==> config.mk <==
export PLATFORM = sky130hd
export DESIGN_NAME = hps_io_top
export DESIGN_NICKNAME = d
export VERILOG_FILES = /design/src/hps_io_pkg.sv /design/src/uio_cmd_decoder.sv /design/src/status_request.sv /design/src/ps2_key_decoder.sv /design/src/file_loader.sv /design/src/hps_io_top.sv
export SDC_FILE = /design/constraint.sdc
export NUM_CORES = 1
export LEC_CHECK = 0
export BUFFER_PORTS_ARGS = -buffer_cell sky130_fd_sc_hd__buf_2
export CAP_MARGIN = 20
export CELL_PAD_IN_SITES_DETAIL_PLACEMENT = 1
export CELL_PAD_IN_SITES_GLOBAL_PLACEMENT = 2
export CORE_ASPECT_RATIO = 1.25
export CORE_MARGIN = 4
export CORE_UTILIZATION = 33
export CTS_CLUSTER_DIAMETER = 60
export DETAILED_ROUTE_END_ITERATION = 10
export PLACE_DENSITY = 0.87
export SYNTH_ARGS = -nofsm -noshare
export SYNTH_HDL_FRONTEND = slang
export SYNTH_SLANG_ARGS = --single-unit
==> constraint.sdc <==
create_clock -name clk_sys -period 4.3 [get_ports clk_sys]
set_input_delay 0.215 -clock clk_sys [delete_from_list [all_inputs] [get_ports clk_sys]]
set_output_delay 0.215 -clock clk_sys [all_outputs]
set_load 0.01 [all_outputs]
==> src/hps_io_pkg.sv <==
/*
 * shared widths, command codes and bus word type for the host command channel
 * import into any block that decodes host words or sizes its ports from these
 */

package hps_io_pkg;

	localparam int IO_W      = 16;
	localparam int JOY_W     = 32;
	localparam int STATUS_W  = 64;
	localparam int CFG_W     = 16;
	localparam int CNT_W     = 9;
	localparam int ADDR_W    = 27;
	localparam int DATA_W    = 8;
	localparam int KEY_W     = 11;
	localparam int REQ_CNT_W = 4;

	// one word on the host parallel bus
	typedef logic [IO_W-1:0] io_word_t;

	////////////////////
	// user-I/O commands
	localparam io_word_t CMD_CFG        = 16'h0001;
	localparam io_word_t CMD_JOY0       = 16'h0002;
	localparam io_word_t CMD_JOY1       = 16'h0003;
	localparam io_word_t CMD_KBD        = 16'h0005;
	localparam io_word_t CMD_STATUS     = 16'h001E;
	localparam io_word_t CMD_STATUS_REQ = 16'h0029;

	// tag in the upper nibble of the status request readback
	localparam logic [3:0] STATUS_REQ_TAG = 4'hA;

	////////////////////
	// file transfer commands
	localparam io_word_t FIO_FILE_TX     = 16'h0053;
	localparam io_word_t FIO_FILE_TX_DAT = 16'h0054;
	localparam io_word_t FIO_FILE_INDEX  = 16'h0055;

	// start word low byte that means upload, not served here
	localparam logic [7:0] FIO_TX_UPLOAD = 8'hAA;

	////////////////////
	// keyboard
	localparam logic [7:0] SKIP_PREFIX = 8'hFF;
	localparam logic [7:0] KEY_BREAK   = 8'hF0;
	localparam logic [7:0] KEY_EXT     = 8'hE0;

	// raw four-byte histories that get a replacement code
	localparam logic [31:0] PRTSCR_MAKE_SEQ   = 32'hE012E07C;
	localparam logic [9:0]  PRTSCR_MAKE_CODE  = 10'h37C;
	localparam logic [31:0] PRTSCR_BREAK_SEQ  = 32'h7CE0F012;
	localparam logic [9:0]  PRTSCR_BREAK_CODE = 10'h17C;
	localparam logic [31:0] PAUSE_MAKE_SEQ    = 32'hF014F077;
	localparam logic [9:0]  PAUSE_MAKE_CODE   = 10'h377;

endpackage

==> src/uio_cmd_decoder.sv <==
/*
 * user-I/O command path: word counter, command latch, register writes
 * and the registered readback word, plus keyboard control pulses
 */

`timescale 1ns/100ps

module uio_cmd_decoder (
	input  logic                                 clk_sys,
	input  logic                                 rst,
	input  logic                                 io_strobe,
	input  logic                                 io_enable,
	input  hps_io_pkg::io_word_t                 io_din,
	output hps_io_pkg::io_word_t                 io_dout,
	output logic [hps_io_pkg::CFG_W-1:0]         cfg,
	output logic [hps_io_pkg::JOY_W-1:0]         joystick_0,
	output logic [hps_io_pkg::JOY_W-1:0]         joystick_1,
	output logic [hps_io_pkg::STATUS_W-1:0]      status,
	input  logic [hps_io_pkg::REQ_CNT_W-1:0]     req_count,
	input  logic [hps_io_pkg::STATUS_W-1:0]      status_req,
	output logic [7:0]                           key_byte,
	output logic                                 key_shift,
	output logic                                 key_clear,
	output logic                                 key_commit
);

	import hps_io_pkg::*;

	logic [CNT_W-1:0] byte_cnt;
	io_word_t         cmd;
	logic             ps2skip;
	logic             cmd_phase;
	logic             arg_strobe;
	logic             skip_word;

	assign cmd_phase  = (byte_cnt == '0);
	assign arg_strobe = io_enable & io_strobe & ~cmd_phase;
	assign skip_word  = (io_din[15:8] == SKIP_PREFIX);

	////////////////////
	// keyboard control

	assign key_byte   = io_din[7:0];
	assign key_clear  = io_enable & io_strobe & cmd_phase & (io_din == CMD_KBD);
	assign key_shift  = arg_strobe & (cmd == CMD_KBD) & ~skip_word & ~ps2skip;
	// cmd still holds 0x05 in the first idle cycle and is cleared at its end
	assign key_commit = ~io_enable & (cmd == CMD_KBD) & ~ps2skip;

	////////////////////
	// transaction tracking and readback

	always_ff @(posedge clk_sys) begin
		if (rst) begin
			byte_cnt <= '0;
			cmd      <= '0;
			ps2skip  <= 1'b0;
			io_dout  <= '0;
		end else if (!io_enable) begin
			byte_cnt <= '0;
			cmd      <= '0;
			ps2skip  <= 1'b0;
			io_dout  <= '0;
		end else if (io_strobe) begin
			io_dout <= '0;
			// saturate so long transactions never wrap back to the command slot
			if (~&byte_cnt) begin
				byte_cnt <= byte_cnt + 1'b1;
			end

			if (cmd_phase) begin
				cmd <= io_din;
				if (io_din == CMD_STATUS_REQ) begin
					io_dout <= {8'h00, STATUS_REQ_TAG, req_count};
				end
			end else begin
				if (cmd == CMD_KBD && skip_word) begin
					ps2skip <= 1'b1;
				end
				if (cmd == CMD_STATUS_REQ) begin
					case (byte_cnt)
						CNT_W'(1): io_dout <= status_req[15:0];
						CNT_W'(2): io_dout <= status_req[31:16];
						CNT_W'(3): io_dout <= status_req[47:32];
						CNT_W'(4): io_dout <= status_req[63:48];
						default:   io_dout <= '0;
					endcase
				end
			end
		end
	end

	////////////////////
	// register writes

	always_ff @(posedge clk_sys) begin
		if (rst) begin
			cfg        <= '0;
			joystick_0 <= '0;
			joystick_1 <= '0;
			status     <= '0;
		end else if (arg_strobe) begin
			case (cmd)
				CMD_CFG: begin
					cfg <= io_din;
				end
				// low half first, then high half
				CMD_JOY0: begin
					if (byte_cnt == CNT_W'(1)) begin
						joystick_0[15:0] <= io_din;
					end else if (byte_cnt == CNT_W'(2)) begin
						joystick_0[31:16] <= io_din;
					end
				end
				CMD_JOY1: begin
					if (byte_cnt == CNT_W'(1)) begin
						joystick_1[15:0] <= io_din;
					end else if (byte_cnt == CNT_W'(2)) begin
						joystick_1[31:16] <= io_din;
					end
				end
				CMD_STATUS: begin
					case (byte_cnt)
						CNT_W'(1): status[15:0]  <= io_din;
						CNT_W'(2): status[31:16] <= io_din;
						CNT_W'(3): status[47:32] <= io_din;
						CNT_W'(4): status[63:48] <= io_din;
						default: begin
						end
					endcase
				end
				default: begin
				end
			endcase
		end
	end

endmodule

==> src/status_request.sv <==
/*
 * core-to-host status request capture
 * counts rising edges of status_set and holds the word sent with the latest one
 */

`timescale 1ns/100ps

module status_request (
	input  logic                                 clk_sys,
	input  logic                                 rst,
	input  logic                                 status_set,
	input  logic [hps_io_pkg::STATUS_W-1:0]      status_in,
	output logic [hps_io_pkg::REQ_CNT_W-1:0]     req_count,
	output logic [hps_io_pkg::STATUS_W-1:0]      status_req
);

	logic status_set_d;
	logic set_rise;

	assign set_rise = status_set & ~status_set_d;

	always_ff @(posedge clk_sys) begin
		if (rst) begin
			status_set_d <= 1'b0;
			req_count    <= '0;
			status_req   <= '0;
		end else begin
			status_set_d <= status_set;
			// counter wraps, the host only looks for a change
			if (set_rise) begin
				req_count  <= req_count + 1'b1;
				status_req <= status_in;
			end
		end
	end

endmodule

==> src/ps2_key_decoder.sv <==
/*
 * PS/2 scan-code assembly
 * keeps the last four bytes of a keyboard transaction and forms the key event
 */

`timescale 1ns/100ps

module ps2_key_decoder (
	input  logic                                 clk_sys,
	input  logic                                 rst,
	input  logic [7:0]                           key_byte,
	input  logic                                 key_shift,
	input  logic                                 key_clear,
	input  logic                                 key_commit,
	output logic [hps_io_pkg::KEY_W-1:0]         ps2_key
);

	import hps_io_pkg::*;

	// newest byte in the low eight bits
	logic [31:0] key_raw;
	logic        pressed;
	logic        extended;

	assign pressed  = (key_raw[15:8] != KEY_BREAK);
	// on a break the prefix sits in front of the F0
	assign extended = pressed ? (key_raw[15:8] == KEY_EXT) : (key_raw[23:16] == KEY_EXT);

	always_ff @(posedge clk_sys) begin
		if (rst) begin
			key_raw <= '0;
		end else if (key_clear) begin
			key_raw <= '0;
		end else if (key_shift) begin
			key_raw <= {key_raw[23:0], key_byte};
		end
	end

	always_ff @(posedge clk_sys) begin
		if (rst) begin
			ps2_key <= '0;
		end else if (key_commit) begin
			ps2_key <= {~ps2_key[10], pressed, extended, key_raw[7:0]};
			// multi-byte keys that the plain rule gets wrong
			if (key_raw == PRTSCR_MAKE_SEQ) begin
				ps2_key[9:0] <= PRTSCR_MAKE_CODE;
			end else if (key_raw == PRTSCR_BREAK_SEQ) begin
				ps2_key[9:0] <= PRTSCR_BREAK_CODE;
			end else if (key_raw == PAUSE_MAKE_SEQ) begin
				ps2_key[9:0] <= PAUSE_MAKE_CODE;
			end
		end
	end

endmodule

==> src/file_loader.sv <==
/*
 * file transfer path, download direction only
 * first strobe of an fp_enable transaction is the command, the rest are arguments
 */

`timescale 1ns/100ps

module file_loader (
	input  logic                                 clk_sys,
	input  logic                                 rst,
	input  logic                                 io_strobe,
	input  logic                                 fp_enable,
	input  hps_io_pkg::io_word_t                 io_din,
	output logic                                 ioctl_download,
	output hps_io_pkg::io_word_t                 ioctl_index,
	output logic                                 ioctl_wr,
	output logic [hps_io_pkg::ADDR_W-1:0]        ioctl_addr,
	output logic [hps_io_pkg::DATA_W-1:0]        ioctl_dout
);

	import hps_io_pkg::*;

	io_word_t          cmd;
	logic              has_cmd;
	logic [1:0]        tx_cnt;
	logic [ADDR_W-1:0] addr;
	logic              wr;
	logic              arg_strobe;
	logic              tx_start;
	logic              data_wr;

	assign arg_strobe = fp_enable & io_strobe & has_cmd;
	assign tx_start   = arg_strobe & (cmd == FIO_FILE_TX) & (tx_cnt == 2'd0);
	assign data_wr    = arg_strobe & (cmd == FIO_FILE_TX_DAT) & ioctl_download;

	////////////////////
	// control

	always_ff @(posedge clk_sys) begin
		if (rst) begin
			has_cmd        <= 1'b0;
			tx_cnt         <= '0;
			wr             <= 1'b0;
			ioctl_wr       <= 1'b0;
			ioctl_download <= 1'b0;
		end else begin
			// write strobe trails the address and data by one cycle
			ioctl_wr <= wr;
			wr       <= data_wr;

			if (!fp_enable) begin
				has_cmd <= 1'b0;
			end else if (io_strobe && !has_cmd) begin
				has_cmd <= 1'b1;
				tx_cnt  <= '0;
			end else if (arg_strobe && cmd == FIO_FILE_TX && ~&tx_cnt) begin
				tx_cnt <= tx_cnt + 1'b1;
			end

			if (tx_start && io_din[7:0] != FIO_TX_UPLOAD) begin
				ioctl_download <= (io_din[7:0] != 8'h00);
			end
		end
	end

	////////////////////
	// command, index, address and data

	always_ff @(posedge clk_sys) begin
		if (fp_enable && io_strobe && !has_cmd) begin
			cmd <= io_din;
		end

		if (arg_strobe && cmd == FIO_FILE_INDEX) begin
			ioctl_index <= io_din;
		end

		if (tx_start && io_din[7:0] != FIO_TX_UPLOAD) begin
			if (io_din[7:0] != 8'h00) begin
				addr <= '0;
			end else if (ioctl_download) begin
				// leave the end address visible after the stop
				ioctl_addr <= addr;
			end
		end

		// start address words, low half then high bits
		if (arg_strobe && cmd == FIO_FILE_TX && tx_cnt == 2'd1) begin
			addr[15:0]       <= io_din;
			ioctl_addr[15:0] <= io_din;
		end
		if (arg_strobe && cmd == FIO_FILE_TX && tx_cnt == 2'd2) begin
			addr[ADDR_W-1:16]       <= io_din[ADDR_W-17:0];
			ioctl_addr[ADDR_W-1:16] <= io_din[ADDR_W-17:0];
		end

		if (data_wr) begin
			ioctl_addr <= addr;
			ioctl_dout <= io_din[DATA_W-1:0];
			addr       <= addr + 1'b1;
		end
	end

endmodule

==> src/hps_io_top.sv <==
/*
 * host command channel of the I/O hub
 * joins the user-I/O decoder, status request capture, key decoder and file loader
 */

`timescale 1ns/100ps

module hps_io_top (
	input  logic                                 clk_sys,
	input  logic                                 rst,

	// host bus
	input  logic                                 io_strobe,
	input  logic                                 io_enable,
	input  logic                                 fp_enable,
	input  hps_io_pkg::io_word_t                 io_din,
	output hps_io_pkg::io_word_t                 io_dout,
	output logic                                 io_wait,
	input  logic                                 ioctl_wait,

	// core status request
	input  logic                                 status_set,
	input  logic [hps_io_pkg::STATUS_W-1:0]      status_in,

	// user controls
	output logic [1:0]                           buttons,
	output logic                                 forced_scandoubler,
	output logic                                 direct_video,
	output logic [hps_io_pkg::JOY_W-1:0]         joystick_0,
	output logic [hps_io_pkg::JOY_W-1:0]         joystick_1,
	output logic [hps_io_pkg::STATUS_W-1:0]      status,
	output logic [hps_io_pkg::KEY_W-1:0]         ps2_key,

	// download stream
	output logic                                 ioctl_download,
	output hps_io_pkg::io_word_t                 ioctl_index,
	output logic                                 ioctl_wr,
	output logic [hps_io_pkg::ADDR_W-1:0]        ioctl_addr,
	output logic [hps_io_pkg::DATA_W-1:0]        ioctl_dout
);

	import hps_io_pkg::*;

	logic [CFG_W-1:0]     cfg;
	logic [REQ_CNT_W-1:0] req_count;
	logic [STATUS_W-1:0]  status_req;
	logic [7:0]           key_byte;
	logic                 key_shift;
	logic                 key_clear;
	logic                 key_commit;

	// the core has no buffering, so its wait goes straight back to the host
	assign io_wait = ioctl_wait;

	// bit 2, 3 and 5 belong to the video system outside this hub
	assign buttons            = cfg[1:0];
	assign forced_scandoubler = cfg[4];
	assign direct_video       = cfg[10];

	uio_cmd_decoder i_uio_cmd_decoder (
		.clk_sys    (clk_sys),
		.rst        (rst),
		.io_strobe  (io_strobe),
		.io_enable  (io_enable),
		.io_din     (io_din),
		.io_dout    (io_dout),
		.cfg        (cfg),
		.joystick_0 (joystick_0),
		.joystick_1 (joystick_1),
		.status     (status),
		.req_count  (req_count),
		.status_req (status_req),
		.key_byte   (key_byte),
		.key_shift  (key_shift),
		.key_clear  (key_clear),
		.key_commit (key_commit)
	);

	status_request i_status_request (
		.clk_sys    (clk_sys),
		.rst        (rst),
		.status_set (status_set),
		.status_in  (status_in),
		.req_count  (req_count),
		.status_req (status_req)
	);

	ps2_key_decoder i_ps2_key_decoder (
		.clk_sys    (clk_sys),
		.rst        (rst),
		.key_byte   (key_byte),
		.key_shift  (key_shift),
		.key_clear  (key_clear),
		.key_commit (key_commit),
		.ps2_key    (ps2_key)
	);

	file_loader i_file_loader (
		.clk_sys        (clk_sys),
		.rst            (rst),
		.io_strobe      (io_strobe),
		.fp_enable      (fp_enable),
		.io_din         (io_din),
		.ioctl_download (ioctl_download),
		.ioctl_index    (ioctl_index),
		.ioctl_wr       (ioctl_wr),
		.ioctl_addr     (ioctl_addr),
		.ioctl_dout     (ioctl_dout)
	);

endmodule

* After elaboration in Yosys (flattened, before gate mapping)
Cells that the tools add are included.
W data, S select, Z words.
** Storage, ports and cells
- Register bits after elaboration :: 393
- Bits of input ports :: 87
- Output and inout port bits :: 213
- Word-level logic and storage cells :: 151
** Operators by class
- $add $sub $neg :: 4
- Eq/ne operators :: 27
- Multiplexer cells :: 21
- Bitwise gates (word level) :: 25
- Reduce and logical (&&, ||, !) cells :: 44
** Operator list (count)
- $mux W27 :: 7
- $eq A32 B32 Y1 const B :: 2
- $mux W16 :: 4
- $pmux W16 S4 :: 1
- $eq A16 B7 Y1 const B :: 3
- $eq A16 B2 Y1 const B :: 2
- $eq A16 B3 Y1 const B :: 2
- $eq A16 B6 Y1 const B :: 2
- $eq A32 B31 Y1 const B :: 1
- $mux W10 :: 3
- $add A27 B1 Y27 const B :: 1
- $reduce_and A3 Y1 :: 9
- $eq A8 B8 Y1 const B :: 3
- $mux W11 :: 2
- $eq A9 B2 Y1 const B :: 2
- $reduce_bool A3 Y1 :: 6
- $and A1 B1 Y1 :: 16
- $eq A16 B1 Y1 const B :: 1
- $eq A16 B5 Y1 const B :: 1
- $ne A8 B8 Y1 const B :: 2
- $reduce_and A2 Y1 :: 7
- $logic_and A1 B1 Y1 :: 10
- $add A9 B1 Y9 const B :: 1
- $eq A9 B1 Y1 const B :: 1
- other kinds (18) :: 32

* Logic depth before layout (Yosys ltp)
- Word-level depth :: 8
- Mapped depth :: 12
- Gate-level depth less buffers :: 9

* Modules after synthesis
From an unflattened synthesis, not the netlist that was laid out.
** Second synthesis, totals
- Cell total of the unflattened synthesis :: 1710
- Area total of the unflattened synthesis :: 16138.0 um2
** Modules (own cells, without submodules)
- uio_cmd_decoder :: times used 1, cells an instance 889, area each 7584.8 um2, seq. area each 3723.6 um2
- file_loader :: times used 1, cells an instance 348, area each 4423.0 um2, seq. area each 2942.8 um2
- status_request :: times used 1, cells an instance 299, area each 2412.3 um2, seq. area each 1381.3 um2
- ps2_key_decoder :: times used 1, cells an instance 173, area each 1710.4 um2, seq. area each 860.8 um2
- hps_io_top :: times used 1, cells an instance 1, area each 7.5 um2, seq. area each 0.0 um2

* Worst setup path before layout
OpenSTA, ideal clock, no wires.
- Path kind :: register -> register
- Start :: reg i_file_loader.cmd[11]
- End :: reg i_file_loader.ioctl_index[0] (enable)
- Setup time :: 0.430 ns
- Data arrival time :: 2.594 ns
- Required time :: 3.870 ns
- Slack :: 1.276 ns
- Stages on the path, launching flop included :: 4
- Path buffers :: 0
- Period minus slack after synthesis :: 3.024 ns
- Cells stage by stage :: edfxtp_1 > nor4b_1 > nand3_1 > nor4_1
** On the way
- Longest elaborated chain between the ends :: 2
** RTL lines
- start: declaration :: line file_loader.sv:23 : io_word_t cmd;
- start signal: assignment :: line file_loader.sv:71 : cmd <= io_din;
- $eq A16 B7 Y1 :: line file_loader.sv:74 : if (arg_strobe && cmd == FIO_FILE_INDEX) begin
- $logic_and A1 B1 Y1 :: line file_loader.sv:74
- end signal: assignment :: line file_loader.sv:75 : ioctl_index <= io_din;
- end: declaration :: line file_loader.sv:15 : output hps_io_pkg::io_word_t ioctl_index,
Every way passes these cells.
A chain may end at the register's enable or synchronous reset.

* Worst setup path in the final report
- Start :: reg i_file_loader.cmd[11]
- End :: reg i_file_loader.addr[13] (enable)
** On the way
- Elaborated cells between the ends (all ways) :: 12
- Classes of those cells :: eq/ne: 2; bitwise: 4; reduce/logical: 6
** RTL lines
- $eq A16 B7 Y1 * :: line file_loader.sv:34 : assign data_wr = arg_strobe & (cmd == FIO_FILE_TX_DAT) & ioctl_download;
- $and A1 B1 Y1 * (2 in a row) :: line file_loader.sv:34
- net i_file_loader.data_wr :: line file_loader.sv:30 : logic data_wr;
- $reduce_bool A3 Y1 (no source line)
- $reduce_and A2 Y1 (no source line) *
- end signal: assignment :: line file_loader.sv:89 : addr[15:0] <= io_din;
- end signal: indexed assignment :: line file_loader.sv:93 : addr[ADDR_W-1:16] <= io_din[ADDR_W-17:0];
- end signal: assignment :: line file_loader.sv:100 : addr <= addr + 1'b1;
- end: declaration :: line file_loader.sv:26 : logic [ADDR_W-1:0] addr;
Mark *: on every way through the listed nets, which the timed path passes. The rest lies on a longest branch.

==> impl_metrics.json <==
{
  "outcome": "finished clean",
  "hold_path_class": "primary input to flop",
  "drv_cap": 0,
  "synth_top_area_cell": "dfxtp_1",
  "cts_buffer_depth": 3,
  "ctsResizeCount": 0,
  "yosysWarnings": 0,
  "mostFrequentLayoutCell": "nand2_1",
  "p_seq_share_pct": 49.0,
  "rsz0062_at_grt": "false",
  "reg2reg_to": "i_file_loader.addr[13]$_DFFE_PP_",
  "drt_iter0_markers": 758,
  "gp_congestion": 0.8377,
  "yosys.area.top_type_share_pct": 38.07,
  "fmax_mhz": 301.8,
  "vias": 13250,
  "numPortBuffers": 297,
  "synth_edf_count": 94,
  "reg2reg_slack_ps": 990,
  "synth_fp_nets": 1748,
  "hpwl_mm": 34.77,
  "clk_latency_ps": 560,
  "wl_per_cell_um": 20.67,
  "yosys_most_used_dff": "dfxtp_1",
  "required_ps": 4480,
  "grt_max_degree": 84,
  "totalWireLength_mm": 53.22,
  "final_layout_size_suffix_gt1_share_pct": 20.02,
  "max_slew_margin_pct": 25.61,
  "switching_share_pct": 23.07,
  "most-common-layout-cells": "nand2_1, buf_2, dfxtp_1",
  "final_nets": 2054,
  "p_sw_w": 0.001783,
  "dp_worst_setup_slack_ps": 891.8,
  "syn_avg_cell_area_um2": 9.305,
  "critPathLaunchType": "flop",
  "path_clk_slew_ps": 60,
  "synth_area_um2": 15350,
  "hold_viol_final": 0,
  "async_flop_share_pct": 0,
  "power_density_nw_per_um2": 402.0,
  "skew_ps": 14.82,
  "ant_nets": 0,
  "firstDrtPassIters": 6,
  "avgViaCountPerCell": 5.146,
  "cp_data_arrival_time_ps": 3500,
  "worstReg2RegStart": "i_file_loader.cmd[11]$_DFFE_PP_",
  "core-area_um2": 46130,
  "setup_viol": 0,
  "syn_to_final_growth_pct": 25.23,
  "first_global_vias": 13800,
  "htreeDepth": 2,
  "fin_crit_ps": 3313,
  "leakage_nw": 7.879,
  "r2r_cells": 6,
  "die-area_um2": 50060,
  "ys_seq_area_share_pct": 56.46,
  "synth_cell_types": 57,
  "post-route-drc-count": 0,
  "gr-total-overflow": 0,
  "cts_root_buffer": "clkbuf_16",
  "power_w": 0.007728,
  "worstMarginPinSlew_ps": 1116,
  "final_max_slew_viol_count": 0,
  "crit_type": "flop to flop",
  "path_max_fanout": 27,
  "die_w_um": 200.9,
  "antenna_found_initial": 1,
  "critPathCapture": "i_file_loader.addr[13]$_DFFE_PP_",
  "period_share_pct": 77.05,
  "setup_ws_ps": 987.0,
  "cp-end-kind": "flop",
  "chipHeight_um": 249.2,
  "synth_area_leaders": "dfxtp_1, edfxtp_1, nand2_1",
  "synthCells": 1650,
  "ios": 300,
  "finalSetupTns_ps": 0,
  "cts_tree": "done",
  "cts_buffers": 41,
  "startpoint": "i_file_loader.cmd[11]$_DFFE_PP_",
  "start_util_pct": 33.28,
  "combPwrFrac_pct": 4.8,
  "cts.sinks": 386,
  "clkPwrFrac_pct": 46.2,
  "intPower_w": 0.005946,
  "track_usage_pct": 20.49,
  "grt_pass1_wl_mm": 82.13,
  "ys_ff_latch": 386,
  "row_count": 88,
  "irDropWorstVdd_mv": 0.2024
}
==> synth_stat cells (2+ instances only) <==
| cell | n |
|---|---|
| xnor2_1 | 22 |
| nor2_1 | 140 |
| nand2_1 | 425 |
| buf_4 | 6 |
| nor3_1 | 16 |
| nand4_1 | 16 |
| nand3b_1 | 5 |
| and3_1 | 2 |
| o21ai_0 | 53 |
| and4b_1 | 4 |
| nor4bb_1 | 8 |
| a221o_1 | 4 |
| a21oi_1 | 177 |
| or2_2 | 3 |
| nor4b_1 | 5 |
| a31oi_1 | 5 |
| edfxtp_1 | 94 |
| nand3_1 | 21 |
| nand4_2 | 3 |
| or3_1 | 10 |
| dfxtp_1 | 292 |
| mux2i_1 | 85 |
| and4_1 | 5 |
| a211oi_1 | 5 |
| inv_1 | 28 |
| nor4_4 | 2 |
| a222oi_1 | 16 |
| xor2_1 | 13 |
| buf_1 | 10 |
| buf_2 | 24 |
| nor2b_1 | 7 |
| and2_1 | 2 |
| nand4b_1 | 6 |
| buf_6 | 4 |
| clkbuf_1 | 70 |
| ha_1 | 11 |
| or4_1 | 6 |
| o2bb2ai_1 | 2 |
| nor4_1 | 19 |
| nand2b_1 | 7 |
==> power groups by stage <==
stage / clock, W / sequential, W / combinational (W)
3_3_place_gp: 0 / 0.00386 / 0.000312
2_1_floorplan: 0 / 0.00385 / 0.000175
3_5_place_dp: 0 / 0.00386 / 0.000318
5_1_grt: 0.00381 / 0.00379 / 0.000402
6_report: 0.00357 / 0.00378 / 0.000373
4_1_cts: 0.00366 / 0.00378 / 0.000366
==> worst max-delay path: stages (launching register included) <==
cell,delay (ps)
edfxtp_1,360
nor4b_1,470
nand3_1,340
or2_2,590
inv_1,470
nor2_1,140
nand2_1,570
==> state kept, by name, summed over array words and instances, names as in the netlist, 9 cells and up <==
signal	flops
i_file_loader.cmd	16
i_file_loader.ioctl_index	16
i_uio_cmd_decoder.status	64
i_uio_cmd_decoder.byte_cnt	9
i_ps2_key_decoder.ps2_key	11
i_uio_cmd_decoder.cmd	16
i_uio_cmd_decoder.io_dout	16
i_uio_cmd_decoder.joystick_0	32
i_uio_cmd_decoder.joystick_1	32
i_file_loader.ioctl_addr	27
i_ps2_key_decoder.key_raw	32
i_status_request.status_req	64
i_file_loader.addr	27
==> cell families after synthesis <==
group                      share of synthesized area, %
AOI/OAI and AO/OA                                 9.967
xor gates and xnor gates                          1.997
adders and majority gates                        0.8964
buffers and inverters                             4.009
DFF                                               56.46
muxes                                             5.615
and+or+nand+nor                                   21.06
==> worst min-delay path by stage <==
stage	start	to	slack, ps	cells past startpoint
4_1_cts	io_strobe	i_uio_cmd_decoder.io_dout[5]$_SDFFE_PP0P_	50	3
5_1_grt	io_strobe	i_uio_cmd_decoder.io_dout[5]$_SDFFE_PP0P_	100	3
3_5_place_dp	ioctl_wait	io_wait	430	0
3_3_place_gp	i_file_loader.wr$_SDFF_PP0_	i_file_loader.ioctl_wr$_SDFF_PP0_	430	1
2_1_floorplan	io_din[0]	i_file_loader.cmd[0]$_DFFE_PP_	310	0
6_report	rst	i_ps2_key_decoder.ps2_key[10]$_SDFFE_PP0P_	80	2
==> layer usage <==
metal	track usage, %	wire [um]	vias up
li1	-	-	6255
met1	24.55	21840	6516
met2	36.65	26750	384
met3	4.375	3124	92
met4	6.473	1503	0
met5	0	0	-
==> what timing repair did <==
| item | in CTS | in global routing |
|---|---|---|
| setup endpoints to repair | 0 | 0 |
| setup buffers | 0 | 0 |
| hold buffers | 66 | 0 |
| endpoints found under the hold margin | 66 | 0 |
==> metrics by stage <==
step           hold slack, ps  util, %  area [um^2]  std cells
3_5_place_dp            430.1    37.30        17210       2431
2_1_floorplan           313.9        -        15350       1650
4_1_cts                 49.76    41.65        19220       2572
6_report                84.49    41.68        19230       2574
5_1_grt                 96.36    41.68        19230       2574
3_3_place_gp            427.3    37.30        17210       2431
==> cell type report <==
class                      count  area (um^2)
sequential                   386         8668
timing repair buffer         377         2258
clock buffer                  55         1149
multi-input combinational   1122         6112
antenna                        1        2.502
tap                          585        732.0
fill                        5320        26910
clock inverter                20        200.2
inverter                      28        105.1
Power figures use the tool's default switching activity.
